--- config.mk ---
export PLATFORM = sky130hd
export DESIGN_NAME = rv_core
export DESIGN_NICKNAME = d
export VERILOG_FILES = /design/src/source/core_pkg.sv /design/src/source/instr_fetch.sv /design/src/source/reg_file.sv /design/src/source/instr_decode.sv /design/src/source/execute_stage.sv /design/src/source/rv_core.sv
export SDC_FILE = /design/constraint.sdc
export NUM_CORES = 2
export LEC_CHECK = 0
export ABC_CLOCK_PERIOD_IN_PS = 10200
export BUFFER_PORTS_ARGS = -buffer_cell sky130_fd_sc_hd__buf_2
export CAP_MARGIN = 15
export CORE_ASPECT_RATIO = 0.75
export CORE_UTILIZATION = 30
export CTS_BUF_LIST = sky130_fd_sc_hd__clkbuf_8
export CTS_CLUSTER_DIAMETER = 120
export DETAILED_ROUTE_END_ITERATION = 6
export SETUP_SLACK_MARGIN = 0.1
export SLEW_MARGIN = 5
export SYNTH_ARGS = -nofsm -noshare
export SYNTH_HDL_FRONTEND = slang
export SYNTH_SLANG_ARGS = --single-unit
--- constraint.sdc ---
create_clock -name clk -period 10.2 [get_ports clk]
set_input_delay 1.53 -clock clk [delete_from_list [all_inputs] [get_ports clk]]
set_output_delay 1.53 -clock clk [all_outputs]
set_load 0.05 [all_outputs]
--- src/source/core_pkg.sv ---
//----------------------------------------------------------------------
// shared widths, RV32 opcode/funct constants and the ALU operation enum
//----------------------------------------------------------------------

package core_pkg;

    // data and address width
    localparam int xlen = 32;

    typedef logic [xlen-1:0] word_t;
    typedef logic [4:0]      reg_idx_t;

    // ALU operations, pass-b carries the LUI immediate through
    typedef enum logic [2:0] {
        alu_add    = 3'd0,
        alu_sub    = 3'd1,
        alu_and    = 3'd2,
        alu_or     = 3'd3,
        alu_xor    = 3'd4,
        alu_pass_b = 3'd5
    } alu_op_e;

    //------------------------------------------------------------------
    // major opcodes
    //------------------------------------------------------------------
    localparam logic [6:0] opc_op     = 7'b0110011;
    localparam logic [6:0] opc_op_imm = 7'b0010011;
    localparam logic [6:0] opc_lui    = 7'b0110111;

    //------------------------------------------------------------------
    // funct3 values of the supported subset
    //------------------------------------------------------------------
    localparam logic [2:0] f3_add_sub = 3'b000;
    localparam logic [2:0] f3_xor     = 3'b100;
    localparam logic [2:0] f3_or      = 3'b110;
    localparam logic [2:0] f3_and     = 3'b111;

    // instruction bit that turns ADD into SUB
    localparam int f7_sub_bit = 30;

endpackage

--- src/source/instr_fetch.sv ---
//----------------------------------------------------------------------
// instruction fetch: PC, req/gnt sequencing, fetched word register
//----------------------------------------------------------------------

`timescale 1ns/10ps

module instr_fetch
    import core_pkg::*;
#(
    parameter word_t boot_addr = '0
) (
    input  logic  clk,
    input  logic  arst_n,
    output logic  instr_req,
    output word_t instr_addr,
    input  logic  instr_gnt,
    input  word_t instr_data,
    output logic  instr_valid,
    output word_t instr_word,
    output word_t instr_pc
);

    word_t pc;
    logic  req_q;
    logic  fetch_done;

    // a fetch completes on the first granted request cycle
    assign fetch_done = req_q & instr_gnt;

    assign instr_req  = req_q;
    assign instr_addr = pc;

    //------------------------------------------------------------------
    // request state and program counter
    //------------------------------------------------------------------
    always_ff @(posedge clk or negedge arst_n) begin
        if (!arst_n) begin
            req_q       <= 1'b0;
            instr_valid <= 1'b0;
            pc          <= boot_addr;
        end else begin
            // drop the request for one cycle after a grant
            req_q       <= ~fetch_done;
            instr_valid <= fetch_done;
            if (fetch_done) begin
                pc <= pc + xlen'(4);
            end
        end
    end

    //------------------------------------------------------------------
    // fetched word and its address
    //------------------------------------------------------------------
    always_ff @(posedge clk) begin
        if (fetch_done) begin
            instr_word <= instr_data;
            instr_pc   <= pc;
        end
    end

endmodule

--- src/source/reg_file.sv ---
//----------------------------------------------------------------------
// integer register file, two async read ports and one write port
//----------------------------------------------------------------------

`timescale 1ns/10ps

module reg_file
    import core_pkg::*;
(
    input  logic     clk,
    input  logic     arst_n,
    input  reg_idx_t rs1_idx,
    input  reg_idx_t rs2_idx,
    output word_t    rs1_data,
    output word_t    rs2_data,
    input  logic     wb_en,
    input  reg_idx_t wb_idx,
    input  word_t    wb_data
);

    // x1..x31, x0 is not stored
    word_t regs [1:31];

    //------------------------------------------------------------------
    // write port
    //------------------------------------------------------------------
    always_ff @(posedge clk or negedge arst_n) begin
        if (!arst_n) begin
            for (int i = 1; i < 32; i++) begin
                regs[i] <= '0;
            end
        end else if (wb_en && (wb_idx != '0)) begin
            regs[wb_idx] <= wb_data;
        end
    end

    //------------------------------------------------------------------
    // read ports
    //------------------------------------------------------------------
    // no bypass, a write never lands in the cycle of a dependent read
    always_comb begin
        rs1_data = '0;
        rs2_data = '0;
        if (rs1_idx != '0) begin
            rs1_data = regs[rs1_idx];
        end
        if (rs2_idx != '0) begin
            rs2_data = regs[rs2_idx];
        end
    end

endmodule

--- src/source/instr_decode.sv ---
//----------------------------------------------------------------------
// decoder for the ALU subset: fields, immediate, ALU op, illegal flag
//----------------------------------------------------------------------

`timescale 1ns/10ps

module instr_decode
    import core_pkg::*;
(
    input  word_t    instr_word,
    output reg_idx_t rs1_idx,
    output reg_idx_t rs2_idx,
    output reg_idx_t rd_idx,
    output word_t    imm,
    output alu_op_e  alu_op,
    output logic     use_imm,
    output logic     write_en,
    output logic     illegal
);

    localparam logic [6:0] f7_sub_mask = 7'(1 << (f7_sub_bit - 25));

    logic [6:0] opcode;
    logic [2:0] funct3;
    logic [6:0] funct7;
    logic       f7_sub;
    logic       f7_other;

    assign opcode   = instr_word[6:0];
    assign funct3   = instr_word[14:12];
    assign funct7   = instr_word[31:25];
    assign f7_sub   = instr_word[f7_sub_bit];
    // any funct7 bit besides the sub selector makes an OP word illegal
    assign f7_other = (funct7 & ~f7_sub_mask) != '0;

    assign rs1_idx = instr_word[19:15];
    assign rs2_idx = instr_word[24:20];
    assign rd_idx  = instr_word[11:7];

    always_comb begin
        alu_op   = alu_add;
        use_imm  = 1'b0;
        write_en = 1'b0;
        illegal  = 1'b1;
        // I-type immediate by default
        imm      = {{(xlen-12){instr_word[31]}}, instr_word[31:20]};

        case (opcode)
            opc_op: begin
                if (!f7_other) begin
                    illegal = 1'b0;
                    case (funct3)
                        f3_add_sub: alu_op = f7_sub ? alu_sub : alu_add;
                        f3_xor:     alu_op = alu_xor;
                        f3_or:      alu_op = alu_or;
                        f3_and:     alu_op = alu_and;
                        default:    illegal = 1'b1;
                    endcase
                    // sub bit only means something for add/sub
                    if (f7_sub && (funct3 != f3_add_sub)) begin
                        illegal = 1'b1;
                    end
                end
            end
            opc_op_imm: begin
                use_imm = 1'b1;
                illegal = 1'b0;
                case (funct3)
                    f3_add_sub: alu_op = alu_add;
                    f3_xor:     alu_op = alu_xor;
                    f3_or:      alu_op = alu_or;
                    f3_and:     alu_op = alu_and;
                    default:    illegal = 1'b1;
                endcase
            end
            opc_lui: begin
                alu_op  = alu_pass_b;
                use_imm = 1'b1;
                illegal = 1'b0;
                imm     = {instr_word[31:12], 12'b0};
            end
            default: begin
                illegal = 1'b1;
            end
        endcase

        write_en = ~illegal;
    end

endmodule

--- src/source/execute_stage.sv ---
//----------------------------------------------------------------------
// execute stage: operand select, ALU, writeback and retirement trace
//----------------------------------------------------------------------

`timescale 1ns/10ps

module execute_stage
    import core_pkg::*;
(
    input  logic     clk,
    input  logic     arst_n,
    input  logic     instr_valid,
    input  word_t    instr_pc,
    input  word_t    rs1_data,
    input  word_t    rs2_data,
    input  word_t    imm,
    input  alu_op_e  alu_op,
    input  logic     use_imm,
    input  logic     write_en,
    input  logic     illegal,
    input  reg_idx_t rd_idx,
    output logic     wb_en,
    output reg_idx_t wb_idx,
    output word_t    wb_data,
    output logic     retire_valid,
    output word_t    retire_pc,
    output reg_idx_t retire_rd,
    output word_t    retire_data,
    output logic     retire_we,
    output logic     retire_illegal
);

    word_t op_b;
    word_t alu_result;

    //------------------------------------------------------------------
    // ALU
    //------------------------------------------------------------------
    assign op_b = use_imm ? imm : rs2_data;

    always_comb begin
        case (alu_op)
            alu_add:    alu_result = rs1_data + op_b;
            alu_sub:    alu_result = rs1_data - op_b;
            alu_and:    alu_result = rs1_data & op_b;
            alu_or:     alu_result = rs1_data | op_b;
            alu_xor:    alu_result = rs1_data ^ op_b;
            alu_pass_b: alu_result = op_b;
            default:    alu_result = '0;
        endcase
    end

    // register file takes the result at the end of the valid cycle
    assign wb_en   = instr_valid & write_en;
    assign wb_idx  = rd_idx;
    assign wb_data = alu_result;

    //------------------------------------------------------------------
    // retirement trace
    //------------------------------------------------------------------
    always_ff @(posedge clk or negedge arst_n) begin
        if (!arst_n) begin
            retire_valid   <= 1'b0;
            retire_we      <= 1'b0;
            retire_illegal <= 1'b0;
        end else begin
            retire_valid   <= instr_valid;
            // x0 writes are not architectural
            retire_we      <= wb_en & (rd_idx != '0);
            retire_illegal <= instr_valid & illegal;
        end
    end

    always_ff @(posedge clk) begin
        if (instr_valid) begin
            retire_pc   <= instr_pc;
            retire_rd   <= rd_idx;
            retire_data <= write_en ? alu_result : '0;
        end
    end

endmodule

--- src/source/rv_core.sv ---
//----------------------------------------------------------------------
// RV32 ALU-subset core top: fetch, decode, register file, execute
//----------------------------------------------------------------------

`timescale 1ns/10ps

module rv_core
    import core_pkg::*;
#(
    parameter word_t boot_addr = '0
) (
    input  logic     clk,
    input  logic     arst_n,
    output logic     instr_req,
    output word_t    instr_addr,
    input  logic     instr_gnt,
    input  word_t    instr_data,
    output logic     retire_valid,
    output word_t    retire_pc,
    output reg_idx_t retire_rd,
    output word_t    retire_data,
    output logic     retire_we,
    output logic     retire_illegal
);

    // fetch to decode/execute
    logic     instr_valid;
    word_t    instr_word;
    word_t    instr_pc;

    // decode outputs
    reg_idx_t rs1_idx;
    reg_idx_t rs2_idx;
    reg_idx_t rd_idx;
    word_t    imm;
    alu_op_e  alu_op;
    logic     use_imm;
    logic     write_en;
    logic     illegal;

    // register file paths
    word_t    rs1_data;
    word_t    rs2_data;
    logic     wb_en;
    reg_idx_t wb_idx;
    word_t    wb_data;

    instr_fetch #(
        .boot_addr(boot_addr)
    ) u_fetch (
        .clk        (clk),
        .arst_n     (arst_n),
        .instr_req  (instr_req),
        .instr_addr (instr_addr),
        .instr_gnt  (instr_gnt),
        .instr_data (instr_data),
        .instr_valid(instr_valid),
        .instr_word (instr_word),
        .instr_pc   (instr_pc)
    );

    instr_decode u_decode (
        .instr_word(instr_word),
        .rs1_idx   (rs1_idx),
        .rs2_idx   (rs2_idx),
        .rd_idx    (rd_idx),
        .imm       (imm),
        .alu_op    (alu_op),
        .use_imm   (use_imm),
        .write_en  (write_en),
        .illegal   (illegal)
    );

    reg_file u_reg_file (
        .clk     (clk),
        .arst_n  (arst_n),
        .rs1_idx (rs1_idx),
        .rs2_idx (rs2_idx),
        .rs1_data(rs1_data),
        .rs2_data(rs2_data),
        .wb_en   (wb_en),
        .wb_idx  (wb_idx),
        .wb_data (wb_data)
    );

    execute_stage u_execute (
        .clk           (clk),
        .arst_n        (arst_n),
        .instr_valid   (instr_valid),
        .instr_pc      (instr_pc),
        .rs1_data      (rs1_data),
        .rs2_data      (rs2_data),
        .imm           (imm),
        .alu_op        (alu_op),
        .use_imm       (use_imm),
        .write_en      (write_en),
        .illegal       (illegal),
        .rd_idx        (rd_idx),
        .wb_en         (wb_en),
        .wb_idx        (wb_idx),
        .wb_data       (wb_data),
        .retire_valid  (retire_valid),
        .retire_pc     (retire_pc),
        .retire_rd     (retire_rd),
        .retire_data   (retire_data),
        .retire_we     (retire_we),
        .retire_illegal(retire_illegal)
    );

endmodule

Word level (Yosys, flattened, before mapping)
Cells that the tools add are included.
- RAM bits: 0
- input bits: 35
- logic and storage cells: 108
- bits in read-only memories: 0
- memories: 0
- flip-flop bits (word level): 1162
- bits in latches: 0
- reduce and logical (&&, ||, !) cells: 12
- $add $sub $neg: 3
- bitwise gates (word level): 12
- div/mod/pow operators: 0
- $lt $le $gt $ge: 4
- eq/ne operators: 11
- shift-type cells: 0
- multiplexer cells: 24
- multipliers: 0
- operators by type and width (operator ; count):
    bitwise mux 992 bit ; 1
    binary-select mux 32 bit (select 5 bit) ; 2
    two-way mux 32 bit ; 8
    one-hot mux 32 bit (6 select lines) ; 1
    demux 32 bit (select 5 bit) ; 1
    adder 32 x 3 -> 32 bit (second input constant) ; 1
    adder 32 bit ; 1
    bitwise AND 32 bit ; 1
    OR 32 bit ; 1
    subtractor 32 bit ; 1
    XOR 32 bit ; 1
    two-way mux 31 bit ; 1
    greater-or-equal comparator 6 bit (second input constant) ; 3
    inverter 5 -> 6 bit ; 3
    one-hot mux 3 bit (3 select lines) ; 2
    equality test 3 bit (second input constant) ; 5
    nonzero test 5 bit ; 3
    equality test 7 x 6 -> 1 bit (second input constant) ; 2
    one-hot mux 3 bit (4 select lines) ; 1
    equality test 7 x 5 -> 1 bit (second input constant) ; 1
    nonzero test 7 bit ; 1
    equality test 3 x 2 -> 1 bit (second input constant) ; 2
    logical NOT 3 bit ; 2
    less-than comparator 6 x 1 -> 1 bit (second input constant) ; 1
    other kinds (10) ; 20

Depth between registers and ports, before layout
- depth in word-level cells: 9
- gate-level depth with buffers: 33

Cells and area by module
From an unflattened synthesis, not the netlist that was laid out.
- cell total of the unflattened synthesis: 5197
- area, all modules: 64799.6 um^2
- by module, submodules not included (module ; cells each ; seq. area each (um^2) ; area each (um^2) ; times used):
    reg_file ; 4066 ; 24823.8 ; 53385.0 ; 1
    execute_stage ; 857 ; 2147.1 ; 7514.7 ; 1
    instr_fetch ; 192 ; 2662.6 ; 3334.4 ; 1
    instr_decode ; 82 ; 0.0 ; 565.5 ; 1

Least setup slack after synthesis
No wires, ideal clock.
- path kind: register -> register
- start: reg u_fetch.instr_word[15]
- end: reg u_execute.retire_data[30] (data pin)
- stages on the path, launching flop included: 23
- clock period less this slack: 6159 ps
- path slack: 4041 ps
- data required time: 9934 ps
- data arrival time: 5893 ps
- setup time: 266 ps
- path buffers: 6
- path through: edfxtp_1 > buf_4 > clkbuf_1 > buf_1 > clkbuf_1 > clkbuf_1 > mux2i_1 > a21oi_1 > mux4_2 > mux2i_1 > inv_1 > ha_1 > nor2b_1 > o21ai_0 > a21boi_0 > o31ai_1 > a2111oi_0 > o221ai_1 > a21oi_1 > mux2i_1 > a211oi_1 > clkbuf_1 > nor2_1
- word-level cells in the longest chain between the ends: 7
- RTL lines (what ; RTL line ; text):
    from (decl) ; instr_fetch.sv:19 ; output word_t instr_word,
    from (signal assigned) ; instr_fetch.sv:56 ; instr_word <= instr_data;
    inverter 5 -> 6 bit (not written as such) ; reg_file.sv:45 ; rs1_data = regs[rs1_idx];
    binary-select mux 32 bit (select 5 bit) ; reg_file.sv:45 ;
    two-way mux 32 bit (not written as such) (2 in a row) ; reg_file.sv:45 ;
    two-way mux 32 bit ; reg_file.sv:44 ; if (rs1_idx != '0) begin
    subtractor 32 bit (tied with other cells) ; execute_stage.sv:44 ; alu_sub: alu_result = rs1_data - op_b;
    one-hot mux 32 bit (6 select lines) (*) ; execute_stage.sv:42 ; case (alu_op)
    to (signal assigned) ; execute_stage.sv:78 ; retire_data <= write_en ? alu_result : '0;
    to (decl) ; execute_stage.sv:28 ; output word_t retire_data,
Mark *: on every way between the ends. The rest lies on a longest branch, timed or not. The select of a mux whose other input is x is not followed.
A chain may end at the register's enable or synchronous reset.

Worst setup path after layout
- start: reg u_fetch.instr_word[20]
- end: reg u_execute.retire_data[31] (data pin)
- word-level cells in the longest chain between the ends: 8
- RTL lines (what ; RTL line ; text):
    inverter 5 -> 6 bit (not written as such) ; reg_file.sv:48 ; rs2_data = regs[rs2_idx];
    binary-select mux 32 bit (select 5 bit) ; reg_file.sv:48 ;
    two-way mux 32 bit (not written as such) (2 in a row) ; reg_file.sv:48 ;
    two-way mux 32 bit ; reg_file.sv:47 ; if (rs2_idx != '0) begin
    two-way mux 32 bit (*) ; execute_stage.sv:39 ; assign op_b = use_imm ? imm : rs2_data;
    subtractor 32 bit (tied with other cells) ; execute_stage.sv:44 ;
    one-hot mux 32 bit (6 select lines) (*) ; execute_stage.sv:42 ;
Marked as above.

==> results.md <==
- Final setup fails: 0
- Clk pwr share: 42.3%
- Yosys cell types: 105
- I/O Pins: 140
- DRT met1 WL: 98.4 mm
- Crit Path Max Fanout: 35
- CTS tree: done
- CTS root buffer: clkbuf_8
- Pin count of the biggest net entering global routing: 171
- Synthesized instance count: 5663
- Routed wire length on met2: 99.8 mm
- CTS H-tree depth: 4
- DP HPWL: 143 mm
- Crit path top cell by count: buf_4
- Register area share after synthesis: 47.3%
- Share of layout cells above drive strength 1: 21.3%
- Outcome: complete, no violations
- Final WS setup: 1.84 ns
- Total wire length: 236 mm
- Synthesized area: 62500 µm²
- Min-delay src: u_fetch.instr_pc[15]
- CP Launch Type: flop
- Largest cells by area after synthesis: dfrtp_1 41%, mux4_2 16%, edfxtp_1 6.2%, a21oi_1 5.6%, nor2_1 5.0%
- Core ar.: 206000 µm²
- DRC Markers: 0
- Net switching fraction of the power: 29.1%
- Sw power: 3.09 mW
- Wire length per cell: 27.5 µm
- Pwr per Cell Area: 151 nW/µm²
- Initial Util: 30.3%
- Die H: 397 µm
- Count of buffers from port buffering: 135
- Area Growth Syn to Fin: 12.2%
- Vias in the first global route: 47.4k
- Worst-margin pin slew: 1.23 ns
- Comb pwr share: 12.5%
- Register-to-register setup slack: 1.84 ns
- Wire length of the first global-routing pass: 341 mm
- GRT Total Usage: 22.1%
- LEAKAGE: 30.3 nW
- Worst-path clk slew: 0.07 ns
- Peak VDD IR: 0.107 mV
- Met3 WL: 29.0 mm
- Fillers: 20.5k
- Row Count: 144
- Slew headroom: 17.7%
- Placed cells: 8221
- Design Area, Final: 70200 µm²
- # Max-Cap Violations: 0
- Setup TNS: 0 ns
- Die area: 210000 µm²
- Worst-Skew Late Latency: 0.97 ns
- Critical path required time: 10.82 ns
- CTS Hold Bufs: 0
- Global placement routability congestion: 0.970
- Tmin final: 8.36 ns
- Critical-path cell list: buf_16, buf_4, buf_4, mux4_1, nor2_1, a2111oi_0, buf_4, o41ai_2, nand3_1, nor2_1, nand2_1, o31ai_1, xnor2_1, ha_1, and3_1, nand2_1, nand4bb_1, a211o_2, and2_2, xor2_1, a21oi_4, a31oi_1
- Initial antenna violation count: 12
- Pins over their slew limit: 0
- 1st-iter DRT viols: 6825
- Worst r2r path cells: 22
- CTS Buf Count: 193
- Critical Path Sink Type: flop
- Int Power: 7.54 mW
- TritonRoute pass-1 iters: 6
- Share of the synthesized area in the top cell type: 41.1%
- Setup Slack @ Placement: 1.74 ns
- Endpoints failing hold: 0
- Hold Path Cell Cnt: 0
- Synth warnings: 0
- Max clock buf depth: 4
- Main synth FF type: dfrtp_1
- Yosys reg bits: 1156
- CP max stage delay: 0.94 ns
- Reg power frac: 45.2%
- Largest area contributor in the netlist: dfrtp_1
- Reg2reg start: u_fetch.instr_word[20]
- Critical path type: flop to flop
- CP bufs+invs: 4
- Total vias in the final route: 49.8k
- Final Cycle Share: 82.0%
- Hold worst-path end: u_execute.retire_pc[15]
- Critical path arrival: 8.98 ns
- EDFF count, synth: 129
- CP max-delay cell: o41ai_2
- Max Fclk: 120 MHz
- Worst path top cell family by delay: compound AO/OA/AOI/OAI gates
- Post-route ant nets: 0
- Final Non-Filler Cells: 8566
- Setup bufs post-CTS: 0
- Post-Syn Area per Cell: 11.0 µm²
- NumNets Final: 5776
- RSZ-0062 raised after global routing: false
- Vias/cell: 5.81
- Worst Hold Class: flop to flop
- Placed instance area: 66100 µm²
- GRT overflow: 0
- CTS resizes: 0
- FFs w/ async S/R, synth: 88.8%
- Clock Skews: 0.147 ns
- Top layer in use: met5
- Die W: 529 µm
- Reg-to-Reg End: u_execute.retire_data[31]
- # clock sinks: 1156
## per-stage QoR
stage / utilization (%) / power (mW) / hold WS [ns]
finish: 34.0 / 10.6 / 0.418
global route: 34.0 / 11.0 / 0.419
CTS: 34.0 / 10.7 / 0.420
detailed placement: 32.0 / 6.19 / 0.405
global placement: 32.0 / 6.18 / 0.402
floorplan: - / 5.67 / 0.400
## layout make-up
| class | instances | area (µm²) | share of cell area, % |
|---|---|---|---|
| clock buffer | 246 | 3390 | 4.82 |
| timing repair buffer | 311 | 2210 | 3.14 |
| inverter | 79 | 300 | 0.428 |
| clock inverter | 94 | 709 | 1.01 |
| sequential | 1156 | 29600 | 42.1 |
| tap | 2774 | 3470 | 4.94 |
| multi-input combinational | 3902 | 30500 | 43.5 |
| antenna | 4 | 10.0 | 0.0143 |
## cells in the final DEF (no fill, tap or decap), types with 29 or more instances in the layout
| cell | n |
|---|---|
| mux2_2 | 48 |
| edfxtp_1 | 129 |
| a22oi_1 | 35 |
| a221oi_1 | 34 |
| xnor2_1 | 63 |
| o21ai_0 | 419 |
| inv_1 | 116 |
| a31oi_1 | 130 |
| nor2_1 | 809 |
| a21oi_1 | 683 |
| mux4_2 | 451 |
| clkbuf_8 | 246 |
| dfrtp_1 | 1026 |
| nand3_1 | 32 |
| mux2i_1 | 131 |
| buf_2 | 134 |
| buf_4 | 160 |
| mux4_1 | 34 |
| ha_1 | 97 |
| clkinv_2 | 29 |
| nand2_1 | 475 |
| nor3_1 | 33 |
## power by group through the flow
| stage | Clock, mW | Combinational (mW) | Sequential [mW] |
|---|---|---|---|
| after floorplan | 0 | 0.729 | 4.95 |
| after global placement | 0 | 1.29 | 4.89 |
| after detailed placement | 0 | 1.30 | 4.89 |
| after CTS | 4.56 | 1.30 | 4.80 |
| after global routing | 4.77 | 1.40 | 4.81 |
| final | 4.50 | 1.33 | 4.80 |
## state kept, by name, summed over array words and instances (netlist names)
name and count:
u_execute.retire_data 32, u_fetch.instr_pc 30, u_fetch.instr_valid 1, u_fetch.instr_word 32
u_execute.retire_we 1, u_fetch.instr_req 1, u_execute.retire_valid 1, u_execute.retire_rd 5
u_execute.retire_pc 30, u_fetch.instr_addr 30, u_execute.retire_illegal 1, u_reg_file.regs 992
## metal layers
layer | GRT usage, % | up-vias
met1 | 31.3 | 25400
met3 | 6.93 | 505
met2 | 31.7 | 3097
li1 | - | 20700
met5 | 0 | -
met4 | 7.31 | 8
## Yosys cell counts, types with 7 or more instances
library cell	n
dfrtp_1	1027
clkbuf_8	18
a21oi_1	700
nand4_1	10
and4_1	7
nand3_1	32
or3_1	8
o211ai_1	7
nand2b_1	10
buf_2	31
a211oi_1	20
o22ai_1	24
nor2_1	833
nor2b_1	15
inv_1	77
a41oi_2	10
mux2i_1	131
a31oi_1	130
edfxtp_1	129
a221oi_1	45
clkbuf_1	390
a2111oi_0	9
mux4_2	451
nand2_1	487
o21a_1	8
mux4_1	34
a22o_1	9
nor3_1	35
a21o_1	20
o21ai_0	420
o31ai_1	22
and2_1	11
xor2_1	16
a22oi_1	35
nor4_1	15
ha_1	97
mux2_2	48
buf_1	28
buf_6	25
buf_4	16
o221ai_1	13
and3_1	18
xnor2_1	63
buf_12	14
## worst max-delay path by stage
stage | end | depth (start not counted) | start | slack (ns)
CTS | u_reg_file.regs[62] | 21 | u_fetch.instr_word[20] | 1.63
global placement | u_execute.retire_data[31] | 23 | u_fetch.instr_word[20] | 1.75
floorplan | u_execute.retire_data[30] | 22 | u_fetch.instr_word[15] | 4.04
finish | u_execute.retire_data[31] | 22 | u_fetch.instr_word[20] | 1.84
global route | u_execute.retire_data[31] | 24 | u_fetch.instr_word[20] | 1.60
detailed placement | u_reg_file.regs[62] | 21 | u_fetch.instr_word[20] | 1.74
## logic make-up after synthesis
group	count (synthesis)	share of synthesized area, %
compound gates	1532	14.1
simple gates	1523	10.0
flops	1156	47.3
mux	666	20.7
buf+inv	608	4.85
fa+ha+maj	98	1.97
xor+xnor	79	1.11
other cells	1	0.00600
No activity file was read; power rests on OpenSTA's default activity.
